--- src/design/nf_datapath_params.svh ---
`ifndef NF_DATAPATH_PARAMS_SVH
`define NF_DATAPATH_PARAMS_SVH

// stream word payload
`define DATA_WIDTH 64
`define KEEP_WIDTH 8

// output queue geometry
`define NUM_QUEUES 4
`define QUEUE_DEPTH 16

// occupancy count, holds 0 to QUEUE_DEPTH
`define QSIZE_WIDTH 5

// daisy chain, queue 1 re-enters the arbiter
`define LOOP_QUEUE 1

// looped packets always leave through nf0
`define LOOP_EXIT_QUEUE 0

`endif

--- src/design/nf_datapath_pkg.sv ---
`include "nf_datapath_params.svh"

package nf_datapath_pkg;

    // output queue index
    typedef enum logic [1:0] {
        PORT_NF0 = 2'd0,
        PORT_NF1 = 2'd1,
        PORT_NF2 = 2'd2,
        PORT_NF3 = 2'd3
    } port_e;

    // one bit per port, even bits for the physical ports
    typedef enum logic [7:0] {
        SRC_RX0  = 8'b0000_0001,
        SRC_RX1  = 8'b0000_0100,
        SRC_LOOP = 8'b0100_0000
    } src_e;

    typedef enum logic {
        ARB_IDLE   = 1'b0,
        ARB_LOCKED = 1'b1
    } arb_state_e;

    // 31 bits of per-word metadata
    typedef struct packed {
        src_e                    src;
        port_e                   dst;
        logic [`QSIZE_WIDTH-1:0] qsize;
        logic [15:0]             len;
    } pkt_meta_t;

    typedef struct packed {
        logic [`DATA_WIDTH-1:0] data;
        logic [`KEEP_WIDTH-1:0] keep;
        logic                   last;
        pkt_meta_t              meta;
    } axis_word_t;

endpackage

--- src/design/forward_stage.sv ---
`include "nf_datapath_params.svh"

module forward_stage (
    input  logic                                      axis_aclk,
    input  logic                                      rst,

    input  nf_datapath_pkg::axis_word_t               arb_word,
    input  logic                                      arb_valid,
    output logic                                      arb_ready,

    input  logic [`NUM_QUEUES-1:0][`QSIZE_WIDTH-1:0]  qsize,
    input  logic [`NUM_QUEUES-1:0]                    full,
    output logic [`NUM_QUEUES-1:0]                    push,
    output nf_datapath_pkg::axis_word_t               push_word
);
    import nf_datapath_pkg::*;

    logic                    hold_valid;
    axis_word_t              hold_word;
    logic                    push_fire;
    logic                    accept;

    // per-packet decision, taken on the first word
    logic                    sof;
    port_e                   cur_dst;
    logic [`QSIZE_WIDTH-1:0] cur_qsize;
    port_e                   first_dst;
    port_e                   pick_dst;
    logic [`QSIZE_WIDTH-1:0] pick_qsize;

    assign push_fire = hold_valid && !full[hold_word.meta.dst];
    assign arb_ready = !hold_valid || push_fire;
    assign accept    = arb_valid && arb_ready;

    // looped packets exit on a fixed queue, others follow their dst
    always_comb begin
        if (arb_word.meta.src == SRC_LOOP) begin
            first_dst = port_e'(`LOOP_EXIT_QUEUE);
        end else begin
            first_dst = arb_word.meta.dst;
        end
        pick_dst   = sof ? first_dst : cur_dst;
        pick_qsize = sof ? qsize[first_dst] : cur_qsize;
    end

    always_comb begin
        push = '0;
        push[hold_word.meta.dst] = push_fire;
    end

    assign push_word = hold_word;

    always_ff @(posedge axis_aclk) begin
        if (rst) begin
            hold_valid <= 1'b0;
            sof        <= 1'b1;
            cur_dst    <= PORT_NF0;
            cur_qsize  <= '0;
        end else begin
            if (accept) begin
                hold_valid <= 1'b1;
                sof        <= arb_word.last;
                cur_dst    <= pick_dst;
                cur_qsize  <= pick_qsize;
            end else if (push_fire) begin
                hold_valid <= 1'b0;
            end
        end
    end

    // every word of a packet carries the same dst and qsize
    always_ff @(posedge axis_aclk) begin
        if (accept) begin
            hold_word            <= arb_word;
            hold_word.meta.dst   <= pick_dst;
            hold_word.meta.qsize <= pick_qsize;
        end
    end

endmodule

--- config.mk ---
export PLATFORM = sky130hd
export DESIGN_NAME = forward_stage
export DESIGN_NICKNAME = d
export VERILOG_FILES = /design/src/design/nf_datapath_pkg.sv /design/src/design/forward_stage.sv
export VERILOG_INCLUDE_DIRS = /design/src /design/src/design
export SDC_FILE = /design/constraint.sdc
export NUM_CORES = 1
export LEC_CHECK = 0
export BUFFER_PORTS_ARGS = -buffer_cell sky130_fd_sc_hd__buf_2
export CELL_PAD_IN_SITES_DETAIL_PLACEMENT = 0
export CELL_PAD_IN_SITES_GLOBAL_PLACEMENT = 1
export CORE_ASPECT_RATIO = 0.6
export CORE_MARGIN = 2
export CORE_UTILIZATION = 35
export DETAILED_ROUTE_END_ITERATION = 10
export PLACE_DENSITY_LB_ADDON = 0.08
export SETUP_SLACK_MARGIN = 0.02
export SYNTH_ARGS = -nofsm -noshare
export SYNTH_HDL_FRONTEND = slang
export SYNTH_SLANG_ARGS = --single-unit
--- constraint.sdc ---
create_clock -name axis_aclk -period 6 [get_ports axis_aclk]
set_input_delay 0.3 -clock axis_aclk [delete_from_list [all_inputs] [get_ports axis_aclk]]
set_output_delay 0.3 -clock axis_aclk [all_outputs]
set_load 0.02 [all_outputs]
# Word level (Yosys, flattened, before mapping)
# Index checks and enable logic that the tools add are counted.
# Widths: inputs -> output; s select.
word_totals:
  register_bits: 113
  latchBits: 0
  mem_bits_rw: 0
  rom_bits: 0
  input_bits: 131
  output_inout_bits: 109
  word_cells: 34
  n_memories: 0
classes:
  addsub: 0
  multipliers: 0
  div_mod_pow: 0
  n_lt_le_gt_ge: 3
  n_eq_ne: 1
  shifts: 0
  n_mux: 11
  n_bitwise: 1
  n_reduce_logical: 7
ops:
  columns: ["op", "n"]
  rows:
  - ["$bmux 5 s2", 1]
  - ["$mux 5", 2]
  - ["$eq 8x7->1 const B", 1]
  - ["$lt 2x3->1 const B", 2]
  - ["$and 4x4->4", 1]
  - ["$mux 1", 4]
  - ["$mux 2", 2]
  - ["$logic_and 1x1->1", 3]
  - ["$bmux 1 s2", 1]
  - ["$demux 1 s2", 1]
  - ["$ge 2x1->1 const B", 1]
  - ["$logic_not 1->1", 2]
  - ["$reduce_bool 2->1", 1]
  - ["$logic_or 1x1->1", 1]

# Logic depth before layout (Yosys ltp)
depth:
  depth_word: 7
  depth_mapped: 5
  depth_no_buf: 4

# Least setup slack after synthesis
# No wires, ideal clock.
synth_timing:
  kind: "flip-flop to flip-flop"
  startpoint: "register hold_word (netlist bit push_word[22])"
  endpoint: "register hold_word (netlist bit push_word[0]), enable pin"
  setup_ns: 0.381
  t_arrival_ns: 1.652
  t_required_ns: 5.619
  slack_ns: 3.968
  stages_incl_launch_ff: 4
  path_buffers: 1
  synth_period_minus_slack_ns: 2.032
  path_cell_list: "edfxtp_1 mux2i_1 o221a_4 buf_6"
synth_between:
  elab_chain_cells: 6
synth_rtl:
  columns: ["item", "line", "rtl"]
  rows:
  - ["from (decl)", "forward_stage.sv:19", "axis_word_t hold_word;"]
  - ["from (signal assigned)", "forward_stage.sv:74", "hold_word <= arb_word;"]
  - ["$bmux 1 s2", "forward_stage.sv:31", "assign push_fire = hold_valid && !full[hold_word.meta.dst];"]
  - ["$mux 1 (not written as such)", "forward_stage.sv:31", null]
  - ["$logic_not 1->1", "forward_stage.sv:31", null]
  - ["$logic_and 1x1->1", "forward_stage.sv:31", null]
  - ["$logic_or 1x1->1", "forward_stage.sv:32", "assign arb_ready = !hold_valid || push_fire;"]
  - ["$logic_and 1x1->1", "forward_stage.sv:33", "assign accept = arb_valid && arb_ready;"]
  - ["named net accept", "forward_stage.sv:21", "logic accept;"]
# The timed path passes the listed nets, and every way through them passes these cells. The select of a mux whose other input is x is not followed.
# A chain may end at the register's enable or synchronous reset.

# Worst setup path in the final report
layout_timing:
  startpoint: "register hold_word (netlist bit push_word[22])"
  endpoint: "register cur_dst[0]"
layout_between:
  elab_chain_cells: 6
layout_rtl:
  columns: ["item", "line", "rtl"]
  rows:
  - ["$bmux 1 s2", "forward_stage.sv:31", null]
  - ["$mux 1 (not written as such)", "forward_stage.sv:31", null]
  - ["$logic_not 1->1", "forward_stage.sv:31", null]
  - ["$logic_and 1x1->1", "forward_stage.sv:31", null]
  - ["$logic_or 1x1->1", "forward_stage.sv:32", null]
  - ["$logic_and 1x1->1", "forward_stage.sv:33", null]
  - ["to (signal assigned)", "forward_stage.sv:63", "cur_dst <= pick_dst;"]
  - ["to (decl)", "forward_stage.sv:25", "port_e cur_dst;"]
# Every way passes these cells. The select of a mux whose other input is x is not followed.

==> summary.txt <==
CTS sink count: 113
Crit-path slowest cell: buf_4
RSZ-0062 raised after global routing: false
CP Max Fanout: 66
Placed wire-length estimate: 7150 um
Final hold violation count: 0
Core area: 10700 um2
Die area: 11900 um2
Reg2reg path depth: 5
Max-cap violations: 0
Initial antenna violation count: 0
CP peak stage delay: 0.76 ns
CTS clk-pin slew, worst paths: 0.05 ns
Port Buf Inserts: 234
Pre-CTS setup slack: 3.26 ns
# diodes: 0
Gpl congestion: 0.742
Syn_nets: 321
Pleak: 2.48 nW
Fmax: 368 MHz
Register area share after synthesis: 85.5%
Placed cell count: 558
CTS tree: done
Post-synthesis register bit count: 113
Post-synth EDFFs: 104
Post-Syn Area: 3860 um2
Mapped Avg Cell Area: 20.3 um2
Warning count from the yosys run: 0
Max VDD drop: 0.000200 V
Worst Skew: 0.00707 ns
Via count: 2661
Starting Density: 36.2%
First-pass GRT wire length: 14100 um
Vias per Instance: 4.51
Clk_lat worst skew: 0.40 ns
Htree depth: 4
Reg2Reg Setup Slack: 3.29 ns
Fin util: 53.7%
Post-CTS sizing: 0
Post-Layout Cell Count: 590
Post-route ant nets: 0
Hold_sp: arb_word[42]
Library cells used by synthesis: 35
Hold depth: 1
Longest Clk Path Bufs: 2
Area growth syn-to-layout: 48.3%
Final min period: 2.71 ns
Die width: 140 um
Post-CTS Setup Inserts: 0
Detailed Routing Iterations Pass 1: 6
Setup TNS: 0 ns
PD cells: 363 nW/um2
CTS Hold Bufs: 0
Pin count of the biggest net entering global routing: 67
Clock root buffer: clkbuf_16
# DRC: 0
Fin crit share: 45.2%
CP required: 6.33 ns
Hold slack final: 0.0726 ns
Crit Reg-Reg Endpoint: cur_dst[0]$_SDFFE_PP0P_
Worst slew pin tran: 0.820 ns
DRT iter0 DRCs: 129
Gr ovfl total: 0
Cell Area, Placed: 5180 um2
Die span in y: 85.4 um
Power, Total: 2.08 mW
CTS buffer count: 17
Crit Path Category: register to register
Mapped Cells: 190
Outcome: completed
Worst Setup Slack, final: 3.29 ns
Max Slew Vio Count: 0
Post-route cell area: 5730 um2
Routed WL: 9720 um
Crit. End Element: register
# setup viols final: 0
Max-slew headroom: 45.3%
Hold Path Class: input pin to register
Critical R2R Launch: push_word[22]$_DFFE_PP_
Average wire per standard cell: 16.5 um
Critical path, cell by cell: mux2i_1, o221a_4, buf_4, nand4_1, a21oi_1
Hold EP: push_word[42]$_DFFE_PP_
Startpoint Class: register
FFs w/ async S/R, synth: 0%
Layout cells sized above 1: 60.8%
I/O pin count: 240
GR Util All Layers: 16.1%
Top_reg_cell synth: edfxtp_1
Layout Nets: 569
Vias in the first global route: 2602
CP arrival: 3.05 ns
Site row count: 29
[worst max path at each step]
stage	start	to	slack, ns
6_report	push_word[22]$_DFFE_PP_	cur_dst[0]$_SDFFE_PP0P_	3.29
5_1_grt	push_word[22]$_DFFE_PP_	cur_dst[0]$_SDFFE_PP0P_	3.05
4_1_cts	push_word[22]$_DFFE_PP_	cur_dst[0]$_SDFFE_PP0P_	3.26
3_5_place_dp	push_word[22]$_DFFE_PP_	cur_dst[0]$_SDFFE_PP0P_	3.26
3_3_place_gp	push_word[22]$_DFFE_PP_	push_word[54]$_DFFE_PP_	3.34
2_1_floorplan	push_word[22]$_DFFE_PP_	push_word[0]$_DFFE_PP_	3.97
[Yosys cell counts (2+ instances only)]
master | number | area [um2]
a32oi_1 | 6 | 52.6
nor3_1 | 2 | 10.0
mux2_2 | 3 | 33.8
dfxtp_1 | 9 | 180
a21oi_1 | 7 | 35.0
and3_1 | 3 | 18.8
inv_1 | 3 | 11.3
o21ai_0 | 2 | 10.0
a21o_1 | 2 | 15.0
nand4_1 | 2 | 12.5
nor3b_1 | 3 | 22.5
mux2i_1 | 5 | 50.1
nor2_1 | 5 | 18.8
edfxtp_1 | 104 | 3120
buf_2 | 3 | 15.0
a311oi_1 | 2 | 17.5
nand2_1 | 7 | 26.3
a31oi_1 | 3 | 18.8
o21bai_1 | 3 | 22.5
[registers in the layout, indices dropped and copies added (netlist names)]
name / flops
push_word: 104
cur_qsize: 5
cur_dst: 2
hold_valid: 1
sof: 1
[final cells by class]
class,count,area (um2)
clock buffers,18,429
clock inverters,14,118
fillers,938,4940
inverters,3,11.3
multi-input cells,68,515
flip-flops and latches,113,3300
well taps,139,174
repair buffers,235,1180
[cell families after synthesis]
family          count (synthesis)  share of synthesized area, %
flops                         113                          85.5
compound gates                 32                          6.51
buf+inv                         9                          1.17
simple gates                   28                          4.66
mux                             8                          2.17
[cells in the final DEF, fill, tap and decap left out, drive strengths merged]
master | synthesis | final
a311oi | 2 | 2
inv | 3 | 4
clkinv | 0 | 9
a2111oi | 1 | 1
a211oi | 1 | 1
mux2i | 5 | 5
a31oi | 3 | 3
a211o | 1 | 1
a21o | 2 | 2
bufinv | 0 | 1
clkbuf | 1 | 18
nand2 | 7 | 7
nor3b | 3 | 3
o221a | 1 | 1
and3 | 3 | 3
buf | 5 | 235
a22oi | 1 | 1
nand3b | 1 | 1
dfxtp | 9 | 9
edfxtp | 104 | 104
o22ai | 1 | 1
nor4 | 2 | 2
nor4b | 1 | 1
nor3 | 2 | 2
nor2 | 5 | 5
nand2b | 1 | 1
o21ai | 2 | 2
o2bb2ai | 1 | 1
clkinvlp | 0 | 3
a32oi | 6 | 6
and2 | 1 | 1
mux2 | 3 | 3
o21bai | 3 | 3
nand4 | 2 | 2
a21oi | 7 | 7
[critical path: cells and delay by family (launching register included)]
family | cells | cell delay [ns]
simple gates | 1 | 0.18
mux | 1 | 0.30
compound gates | 2 | 0.86
buf+inv | 1 | 0.76
flops | 1 | 0.47
[report_power, final]
group          switching [mW]  leakage [nW]  total, mW  internal [mW]
combinational           0.141          1.13      0.220         0.0784
sequential             0.0168          1.08      0.947          0.930
clock                   0.348         0.266      0.914          0.566
[metal layers]
layer	part of all wire (%)	routed length, um	track usage (%)
met1	42	4100	20.1
met2	47	4610	24.7
met3	8.5	823	6.60
met4	1.9	181	7.73
met5	0	0	0
Note: power is estimated with default switching activity, not from simulation.
