==> src/design/nf_datapath_params.svh <==
`ifndef NF_DATAPATH_PARAMS_SVH
`define NF_DATAPATH_PARAMS_SVH

// stream word payload
`define DATA_WIDTH 64
`define KEEP_WIDTH 8

// output queue geometry
`define NUM_QUEUES 4
`define QUEUE_DEPTH 16

// occupancy count, holds 0 to QUEUE_DEPTH
`define QSIZE_WIDTH 5

// daisy chain, queue 1 re-enters the arbiter
`define LOOP_QUEUE 1

// looped packets always leave through nf0
`define LOOP_EXIT_QUEUE 0

`endif

==> src/design/nf_datapath_pkg.sv <==
`include "nf_datapath_params.svh"

package nf_datapath_pkg;

    // output queue index
    typedef enum logic [1:0] {
        PORT_NF0 = 2'd0,
        PORT_NF1 = 2'd1,
        PORT_NF2 = 2'd2,
        PORT_NF3 = 2'd3
    } port_e;

    // one bit per port, even bits for the physical ports
    typedef enum logic [7:0] {
        SRC_RX0  = 8'b0000_0001,
        SRC_RX1  = 8'b0000_0100,
        SRC_LOOP = 8'b0100_0000
    } src_e;

    typedef enum logic {
        ARB_IDLE   = 1'b0,
        ARB_LOCKED = 1'b1
    } arb_state_e;

    // 31 bits of per-word metadata
    typedef struct packed {
        src_e                    src;
        port_e                   dst;
        logic [`QSIZE_WIDTH-1:0] qsize;
        logic [15:0]             len;
    } pkt_meta_t;

    typedef struct packed {
        logic [`DATA_WIDTH-1:0] data;
        logic [`KEEP_WIDTH-1:0] keep;
        logic                   last;
        pkt_meta_t              meta;
    } axis_word_t;

endpackage

==> src/design/input_arbiter.sv <==
`include "nf_datapath_params.svh"

module input_arbiter (
    input  logic                       axis_aclk,
    input  logic                       rst,

    input  nf_datapath_pkg::axis_word_t rx_0,
    input  logic                       rx_0_valid,
    output logic                       rx_0_ready,
    input  nf_datapath_pkg::axis_word_t rx_1,
    input  logic                       rx_1_valid,
    output logic                       rx_1_ready,
    input  nf_datapath_pkg::axis_word_t loop_word,
    input  logic                       loop_valid,
    output logic                       loop_ready,

    output nf_datapath_pkg::axis_word_t arb_word,
    output logic                       arb_valid,
    input  logic                       arb_ready
);
    import nf_datapath_pkg::*;

    // input index: 0 rx_0, 1 rx_1, 2 loopback
    arb_state_e state;
    logic [1:0] prio;
    logic [1:0] lock_sel;
    logic [1:0] pick;
    logic [1:0] sel;
    logic [1:0] sel_next;
    logic [2:0] req;
    logic       eop;

    assign req = {loop_valid, rx_1_valid, rx_0_valid};

    // first requester at or after prio, wrapping
    always_comb begin
        int idx;
        pick = prio;
        for (int i = 2; i >= 0; i--) begin
            idx = (int'(prio) + i) % 3;
            if (req[idx]) begin
                pick = 2'(idx);
            end
        end
    end

    assign sel      = (state == ARB_LOCKED) ? lock_sel : pick;
    assign sel_next = (sel == 2'd2) ? 2'd0 : sel + 2'd1;

    // pass-through of the chosen input, source tag rewritten
    always_comb begin
        case (sel)
            2'd0: begin
                arb_word          = rx_0;
                arb_valid         = rx_0_valid;
                arb_word.meta.src = SRC_RX0;
            end
            2'd1: begin
                arb_word          = rx_1;
                arb_valid         = rx_1_valid;
                arb_word.meta.src = SRC_RX1;
            end
            default: begin
                arb_word          = loop_word;
                arb_valid         = loop_valid;
                arb_word.meta.src = SRC_LOOP;
            end
        endcase
    end

    assign rx_0_ready = arb_ready && (sel == 2'd0);
    assign rx_1_ready = arb_ready && (sel == 2'd1);
    assign loop_ready = arb_ready && (sel == 2'd2);

    assign eop = arb_valid && arb_ready && arb_word.last;

    // lock as soon as a word is offered, so it stays put under back-pressure
    always_ff @(posedge axis_aclk) begin
        if (rst) begin
            state    <= ARB_IDLE;
            prio     <= 2'd0;
            lock_sel <= 2'd0;
        end else begin
            case (state)
                ARB_IDLE: begin
                    if (arb_valid) begin
                        lock_sel <= pick;
                        if (eop) begin
                            prio <= sel_next;
                        end else begin
                            state <= ARB_LOCKED;
                        end
                    end
                end
                ARB_LOCKED: begin
                    if (eop) begin
                        state <= ARB_IDLE;
                        prio  <= sel_next;
                    end
                end
                default: state <= ARB_IDLE;
            endcase
        end
    end

endmodule

==> config.mk <==
export PLATFORM = sky130hd
export DESIGN_NAME = input_arbiter
export DESIGN_NICKNAME = d
export VERILOG_FILES = /design/src/design/nf_datapath_pkg.sv /design/src/design/input_arbiter.sv
export VERILOG_INCLUDE_DIRS = /design/src /design/src/design
export SDC_FILE = /design/constraint.sdc
export NUM_CORES = 1
export LEC_CHECK = 0
export BUFFER_PORTS_ARGS = -buffer_cell sky130_fd_sc_hd__buf_2
export CAP_MARGIN = 0
export CORE_AREA = 2 2 166 168
export CTS_CLUSTER_SIZE = 8
export DETAILED_ROUTE_END_ITERATION = 10
export DIE_AREA = 0 0 168 170
export PLACE_DENSITY = 0.34
export SETUP_SLACK_MARGIN = 0.02
export SLEW_MARGIN = 20
export SYNTH_ARGS = -nofsm -noshare
export SYNTH_HDL_FRONTEND = slang
export SYNTH_SLANG_ARGS = --single-unit
==> constraint.sdc <==
create_clock -name axis_aclk -period 2.8 [get_ports axis_aclk]
set_input_delay 0.28 -clock axis_aclk [delete_from_list [all_inputs] [get_ports axis_aclk]]
set_output_delay 0.28 -clock axis_aclk [all_outputs]
set_load 0.005 [all_outputs]
# ---- After elaboration in Yosys (flattened, before gate mapping)
# Cells that the tools add are included.
dict set report totals {
  inputBits 318
  elab_cells 45
  out_inout_bits 108
  regBits 5
}
dict set report classes {
  n_mux 22
  n_eq_ne 3
  div_mod_pow 3
  bitwise_logic 1
  add_sub_neg 3
  n_reduce_logical 7
  magnitude_cmp 3
}
# cell n
set op_table {}
lappend op_table {{one-hot mux 104 bit (2 select lines)} 1}
lappend op_table {{< comparator 32 x 4 -> 1 bit (second input constant)} 3}
lappend op_table {{remainder unit 32 x 3 -> 32 bit (second input constant)} 2}
lappend op_table {{remainder unit 3 x 3 -> 32 bit (second input constant)} 1}
lappend op_table {{two-way mux 2 bit} 7}
lappend op_table {{two-way mux 1 bit} 8}
lappend op_table {{binary-select mux 1 bit (select 2 bit)} 3}
lappend op_table {{logical AND 1 bit} 5}
lappend op_table {{one-hot mux 1 bit (2 select lines)} 2}
lappend op_table {{one-hot mux 2 bit (2 select lines)} 1}
lappend op_table {{adder 2 x 1 -> 3 bit (second input constant)} 1}
lappend op_table {{adder 2 x 2 -> 3 bit (second input constant)} 1}
lappend op_table {{adder 2 x 1 -> 2 bit (second input constant)} 1}
lappend op_table {{== test 2 x 1 -> 1 bit (second input constant)} 1}
lappend op_table {{== test 2 bit (second input constant)} 1}
lappend op_table {{logical NOT 2 bit} 1}
lappend op_table {{inequality test 2 bit (second input constant)} 1}
lappend op_table {{AND reduction 2 bit} 1}
lappend op_table {{inverter 1 bit} 1}

# ---- Logic depth before layout (Yosys ltp)
# Gate-level depths: netlist (run 1).
dict set report logic_depth {
  word_depth 16
  depth_mapped 13
  depth_no_buf 11
}

# ---- Worst setup path after synthesis (run 1)
# Ideal clock, no wire load.
dict set report synth_timing {
  path_type {reg2out}
  start {reg prio[0]}
  end {out arb_word[77] (netlist name)}
  arrival_time_ps 2186
  required_ps 2520
  n_path_buf 4
  path_stages_with_launch 13
  slack_ps 334
  cell_sequence {dfxtp_1 > inv_1 > ha_1 > buf_4 > nor2b_1 > o21ai_1 > o2111ai_1 > a21oi_1 > buf_4 > buf_6 > buf_6 > mux2i_1 > o21ai_1}
}
# item line
set synth_rtl {}
lappend synth_rtl {{start, declared} input_arbiter.sv:25} ;# logic [1:0] prio;
lappend synth_rtl {{start signal, assigned} input_arbiter.sv:89} ;# prio <= sel_next;
lappend synth_rtl {{start signal, assigned} input_arbiter.sv:98} ;# prio <= sel_next;
lappend synth_rtl {{end, declared} input_arbiter.sv:17} ;# output nf_datapath_pkg::axis_word_t arb_word,

==> results of run 1 <==
[Yosys cell counts, types with 2 or more instances]
cell type    n  area (sq um)
nand2_1    100         375.4
mux2i_1     99         991.0
o21ai_0     90         450.4
buf_4       14         105.1
buf_6       13         146.4
o21ai_1     10         50.05
nor2b_1      7         43.79
clkbuf_1     6         22.52
inv_1        6         22.52
nand2b_1     6         37.54
dfxtp_1      5         100.1
a21oi_1      4         20.02
clkbuf_2     4         20.02
ha_1         4         50.05
nand3b_1     3         22.52
nor2_1       3         11.26
a31o_2       2         17.52
and2_1       2         12.51
buf_2        2         10.01
clkbuf_4     2         15.01
nand3_1      2         10.01
o31ai_2      2         25.02
[stage by stage]
stage               utilization (%)  std cells  cell area, sq um  setup WS, ns  hold WS, ns
floorplan                         -        419              2846        0.3335       0.3446
global placement              20.22       1162              5388       0.01669       0.4818
detailed placement            20.22       1162              5388      0.001788       0.4777
CTS                           23.12       1195              6162       -0.1248       0.2746
global route                  24.69       1209              6581       -0.2230       0.3038
finish                        24.69       1209              6581       -0.1070       0.2778
[placed cells by master (no fill, tap or decap), types with 3 or more instances in the layout]
cell type and instances:
nor2b_1 5, nand3b_1 3, buf_8 11, buf_6 10
nand2_1 99, ha_4 3, buf_16 5, buf_2 396
mux2i_2 8, conb_1 5, buf_4 42, a21oi_1 3
mux2i_1 84, dfxtp_1 3, buf_12 16, nand2b_1 5
o21ai_0 5, o21ai_2 26, o21ai_1 69, mux2i_4 7
clkbuf_16 6, inv_1 5
[worst max-delay path: cells and delay by family (launching register included)]
| family | cells | cell delay [ns] |
|---|---|---|
| muxes | 1 | 0.21 |
| adders and majority gates | 1 | 0.26 |
| buffers and inverters | 7 | 0.81 |
| DFF | 1 | 0.32 |
| AOI/OAI and AO/OA | 4 | 0.65 |
| and+or+nand+nor | 1 | 0.13 |
[sequential cells by signal, summed over array words and instances (netlist names)]
signal,count
lock_sel,2
prio,2
state,1
[kinds of logic (layout without fill, tap and decap cells)]
logic type / after synthesis / in the layout
compound gates: 128 / 128
fa+ha+maj: 4 / 4
buf+inv: 49 / 497
flops: 5 / 5
mux: 99 / 99
other cells: 1 / 6
simple gates: 129 / 129
[power by group through the flow]
| stage | sequential, mW | combinational [mW] | clock [mW] |
|---|---|---|---|
| 2_1_floorplan | 0.109 | 3.00 | 0 |
| 3_3_place_gp | 0.121 | 5.29 | 0 |
| 3_5_place_dp | 0.119 | 5.23 | 0 |
| 4_1_cts | 0.122 | 6.89 | 0.241 |
| 5_1_grt | 0.126 | 8.28 | 0.244 |
| 6_report | 0.122 | 7.61 | 0.239 |
[area by class of cell]
type | instances | area (sq um) | area share, %
Clock buffer | 4 | 78.83 | 1.198
Antenna cell | 1 | 2.502 | 0.03802
Multi-Input combinational cell | 365 | 2763 | 41.98
Sequential cell | 5 | 102.6 | 1.559
Timing Repair Buffer | 485 | 3173 | 48.21
Inverter | 8 | 35.03 | 0.5323
Tap cell | 341 | 426.7 | 6.483
[worst max-delay path by stage]
| stage | from | to | cells after the start |
|---|---|---|---|
| after detailed placement | prio[0] | arb_word[99] | 11 |
| after floorplan | prio[0] | arb_word[77] | 12 |
| after global routing | prio[0] | arb_word[9] | 14 |
| after global placement | prio[0] | arb_word[95] | 11 |
| after CTS | prio[0] | arb_word[77] | 14 |
| final | prio[0] | arb_word[94] | 14 |
[repair_timing]
| action | 4_1_cts | 5_1_grt |
|---|---|---|
| hold buffers | 0 | 0 |
| setup buffers | 21 | 14 |
| pin swaps | 9 | 18 |
| resized for setup | 95 | 112 |
| gates cloned | 8 | 4 |
| endpoints found under the setup margin | 100 | 103 |
[per-layer routing]
| metal | up-vias | share of wire [%] | global-route usage (%) |
|---|---|---|---|
| met1 | 2034 | 39 | 12.87 |
| met2 | 266 | 52 | 22.24 |
| met3 | 9 | 8.4 | 2.512 |
| met5 | - | 0.058 | 0 |
| met4 | 2 | 0.59 | 0.9074 |
| li1 | 2389 | - | - |
==> results.json, run 1 <==
{
  "status": "finished, violations left",
  "violations": "setup timing",
  "ys_seq_area_share_pct": 3.535,
  "intPower_mw": 4.489,
  "drive_above_1_share_pct": 64.71,
  "ant_nets": 0,
  "combinationalPowerShare_pct": 95.5,
  "pwr-share-seq_pct": 1.5,
  "die_w_um": 168,
  "routedWlPerCell_um": 15.80,
  "power.share.clock_pct": 3.0,
  "place.detailed.hpwl_um": 14110,
  "hold_violations": 0,
  "avgSynthCellArea_sq_um": 6.823,
  "grt_max_degree": 42,
  "ioPinCount": 426,
  "max_stage_delay_ns": 0.32,
  "ctsRootBufferMaster": "clkbuf_16",
  "yosysWarnings": 0,
  "post-route-worst-setup-slack_ns": -0.1070,
  "finalMaxSlewViolations": 0,
  "cts_tree": "built",
  "die_area_sq_um": 28560,
  "nets": 1190,
  "drc": 0,
  "total_power_mw": 7.976,
  "synth-xor-area-share_pct": 0,
  "gp_congestion": 0.7124,
  "crit_type": "reg2out",
  "track_usage_pct": 11.32,
  "cts_sinks": 5,
  "drtPass1Iterations": 4,
  "crit_path_end_kind": "output port",
  "ys_ff_latch": 5,
  "power.leakage_nw": 3.340,
  "synth_top_family_by_area": "multiplexers",
  "vias_per_cell": 3.888,
  "grt_pass1_wl_um": 24900,
  "synth_cell_types": 51,
  "worstSetupStartpointType": "flip-flop",
  "core_sq_um": 26650,
  "insertion_delay_ns": 0.23,
  "postSynthCellCount": 415,
  "hold_end": "prio[0]",
  "rows": 60,
  "numPortBuffers": 396,
  "setup_viol": 54,
  "cts_buffer_depth": 2,
  "start_util_pct": 10.62,
  "hold_start": "rst",
  "fmaxAchievable_ghz": 0.3440,
  "cp.arrival_ns": 2.63,
  "async_flop_share_pct": 0,
  "critPathSlowestCell": "dfxtp_2",
  "hold_path_class": "in2reg",
  "rsz0062_at_grt": "true",
  "die_h_um": 170,
  "grt_pass1_vias": 4393,
  "post-route-period-util_pct": 103.8,
  "peakVddDrop_uv": 411.7,
  "vias": 4700,
  "synthAdderAreaFrac_pct": 1.768,
  "crit_chain": "inv_2 -> ha_4 -> buf_6 -> nor2b_1 -> o21ai_2 -> o2111ai_2 -> a21oi_4 -> buf_12 -> buf_16 -> buf_12 -> buf_8 -> mux2i_2 -> o21ai_1 -> buf_2",
  "synth-compound-area-share_pct": 27.62,
  "nFillCells": 3025,
  "overflow": 0,
  "p_switching_mw": 3.486,
  "rrSetupSlack_ns": 0.15,
  "fin_crit_ns": 2.907,
  "synth-edff-count": 0,
  "reg2reg_depth": 14,
  "syn_to_final_growth_pct": 132.4,
  "tns_ns": -2.976,
  "wl_um": 19100,
  "path_clk_slew_ns": 0.03,
  "rr_endpoint": "prio[1]",
  "yosys.area_share.simple_pct": 19.53,
  "antenna_found_initial": 2,
  "synth_mux_area_share_pct": 35.00,
  "r2r_start": "prio[0]",
  "power.density_nw_per_um2": 1212,
  "cts_made_buffers": 3,
  "cts.htree.levels": 1,
  "drv_cap": 0,
  "drt_iter0_markers": 78,
  "worstPathMaxFanout": 6,
  "slew_headroom_pct": 54.44,
  "yosys_most_used_dff": "dfxtp_1",
  "fin_worst_skew_ns": 0.001794,
  "worstMarginPinSlew_ns": 0.6776,
  "swShare_pct": 43.71,
  "synth_area_sq_um": 2831,
  "whs_path_depth": 2,
  "cp_common_cell": "buf_12",
  "cp.required_ns": 2.52
}
Power figures use the tool's default switching activity.
==> inputs of run 2 (changes only) <==
- ABC_AREA: default -> 1
- PLACE_DENSITY: 0.34 -> 0.33
- clock period: 2.8 -> 3 ns (I/O delays scaled with it)
==> run 2 against run 1 <==
Via count down 1.3%. Final cell count up 3.5%. Critical path depth up 6. Largest power group unchanged. Sequential power about the same. Synthesized cell count up 25%. Synthesized area down 15%. Largest cell class unchanged. Hold slack worse by 0.043 ns. Flip-flop and latch count unchanged. The flow now finishes without violations. Core utilization down 5.9 points. Non-clock buffer count down 68.
==> results.json, run 2 <==
{
  "ys_seq_area_share_pct": 4.175,
  "busiest_layer": "met2",
  "synth_common_cells": "nand2_1 (313), nand3_1 (107), inv_1 (18)",
  "finalMaxSlewViolations": 0,
  "met3_usage_pct": 2.047,
  "fmaxAchievable_ghz": 0.3609,
  "fin_util_pct": 18.81,
  "vias_per_cell": 3.710,
  "hold_violations": 0,
  "grt_max_degree": 57,
  "crit_type": "reg2out",
  "fin_worst_skew_ns": 0.001208,
  "synth.most_common_cell": "nand2_1",
  "ant_nets": 0,
  "async_flop_share_pct": 0,
  "worstSetupStartpointType": "flip-flop",
  "synth-edff-count": 0,
  "layout.cells.non_filler": 1251,
  "synth_area_sq_um": 2397,
  "fin_crit_ns": 2.771,
  "cp.arrival_ns": 2.47,
  "synth_top_area_share_pct": 49.01,
  "hold_buffers": 0,
  "yosysWarnings": 0,
  "reg.largest.list": "lock_sel (2), prio (2), state (1)",
  "yosys_most_used_dff": "dfxtp_1",
  "hold_path_class": "in2reg",
  "rows": 60,
  "placed_cell_area_sq_um": 4741,
  "wl_um": 16650,
  "yosysTopAreaCell": "nand2_1",
  "synth_cell_types": 23,
  "cts_sinks": 5,
  "place.detailed.hpwl_um": 12890,
  "setup_viol": 0,
  "die_w_um": 168,
  "insertion_delay_ns": 0.23,
  "die_h_um": 170,
  "track_usage_pct": 9.425,
  "drtPass1Iterations": 4,
  "die_area_sq_um": 28560,
  "synthTopCellsByArea": "nand2_1 (49%), nand3_1 (22%), buf_6 (5.2%)",
  "cts_made_buffers": 3,
  "combinationalPowerShare_pct": 95.3,
  "routedWlPerCell_um": 13.31,
  "total_power_mw": 7.281,
  "post-route-period-util_pct": 92.37,
  "drt_iter0_markers": 130,
  "gp_congestion": 0.7272,
  "intPower_mw": 3.261,
  "hold_ws_ns": 0.2349,
  "cts_tree": "built",
  "whs_path_depth": 2,
  "p_switching_mw": 4.020,
  "nets": 1233,
  "post-route-worst-setup-slack_ns": 0.2290,
  "worstPathMaxFanout": 8,
  "nFillCells": 3145,
  "pre_cts_ws_ns": 0.2644,
  "power.density_nw_per_um2": 1452,
  "pwr-share-seq_pct": 1.7,
  "overflow": 0,
  "ctsRootBufferMaster": "clkbuf_16",
  "final_cell_mix": "buf_2 (396), nand2_1 (313), nand3_1 (107)",
  "grt_pass1_wl_um": 21750,
  "drv_cap": 0,
  "core_sq_um": 26650,
  "syn_to_final_growth_pct": 109.1,
  "antenna_found_initial": 2,
  "status": "finished, final reports clean",
  "place_inst": 1239,
  "start_util_pct": 8.995,
  "cts_buffer_depth": 2,
  "power.leakage_nw": 2.969,
  "fin_area_sq_um": 5014,
  "drc": 0,
  "cts.htree.levels": 1,
  "vias": 4641,
  "grtUsageMet1_pct": 10.73,
  "numPortBuffers": 396,
  "rsz0062_at_grt": "false",
  "met2_usage_pct": 18.15,
  "crit_path_end_kind": "output port",
  "tns_ns": 0,
  "power.share.clock_pct": 3.1,
  "layout.cells.most_common": "buf_2",
  "ioPinCount": 426,
  "ys_ff_latch": 5,
  "avgSynthCellArea_sq_um": 4.610,
  "drive_above_1_share_pct": 48.57,
  "cp.required_ns": 2.70,
  "grt_pass1_vias": 4153,
  "antenna-diode-count": 0,
  "peakVddDrop_uv": 568.2,
  "postSynthCellCount": 520,
  "swShare_pct": 55.21,
  "reg2reg_depth": 21,
  "path_clk_slew_ns": 0.03
}
==> run 2: cell count changes in the layout (fill, tap and decap cells not counted), sizes merged, moves of 7 or more <==
cell,previous run,this run
nand2b,7,0
nand3,2,111
mux2i,99,0
buf,480,412
nor2b,7,0
nor2,3,10
inv,7,22
nand2,100,317
o21ai,101,3
==> run 2: metal layers <==
layer | up-vias | wire, um
li1 | 2404 | -
met1 | 1992 | 6716
met2 | 222 | 8493
met3 | 19 | 1212
met4 | 4 | 197
met5 | - | 25
==> run 2: final timing paths <==
path / from / endpoint / slack [ns]
hold reg to reg: lock_sel[1] / lock_sel[1] / 0.49
hold / removal: rst / state / 0.23
setup / recovery: prio[0] / arb_word[9] / 0.23
setup reg to reg: prio[0] / prio[0] / 0.62
==> run 2: cell type report <==
cell class | count | area [sq um] | area share, %
clock buffer | 4 | 78.83 | 1.572
inverter | 23 | 108.9 | 2.171
multi-input combinational | 461 | 1994 | 39.78
sequential | 5 | 102.6 | 2.046
tap | 341 | 426.7 | 8.510
timing repair buffer | 417 | 2302 | 45.92
==> run 2: kinds of logic (layout without fill, tap and decap cells) <==
logic type      count (synthesis)  count (layout)  synth area share [%]
flops                           5               5                 4.176
compound gates                  8               8                 1.827
buf+inv                        58             444                 14.30
fa+ha+maj                       4               4                 2.088
simple gates                  444             444                 77.45
other cells                     1               5                0.1564
==> run 2: what timing repair did <==
action,4_1_cts,5_1_grt
pin swaps,0,1
gates resized for setup,1,16
setup buffers,0,3
cloned,0,5
setup endpoints to repair,7,78
==> run 2: worst max-delay path, cell delays in order, from the launching register on <==
cell      delay (ns)
dfxtp_2         0.34
inv_2           0.06
buf_4           0.14
ha_2            0.20
inv_2           0.07
nand2_1         0.05
nand3_1         0.08
nand2_1         0.06
nand2_1         0.06
nand2_1         0.05
nand2_1         0.05
nand2_1         0.07
nand3_2         0.09
nand2_4         0.11
nand2_4         0.12
clkinv_8        0.09
buf_12          0.15
buf_4           0.16
nand2_1         0.06
nand3_1         0.07
buf_2           0.14
==> run 2: power groups by stage <==
stage / Combinational, mW / Clock, mW / Sequential (mW)
floorplan: 3.59 / 0 / 0.109
global placement: 6.45 / 0 / 0.116
detailed placement: 6.30 / 0 / 0.115
CTS: 6.33 / 0.230 / 0.114
global route: 7.71 / 0.233 / 0.126
finish: 6.94 / 0.225 / 0.120
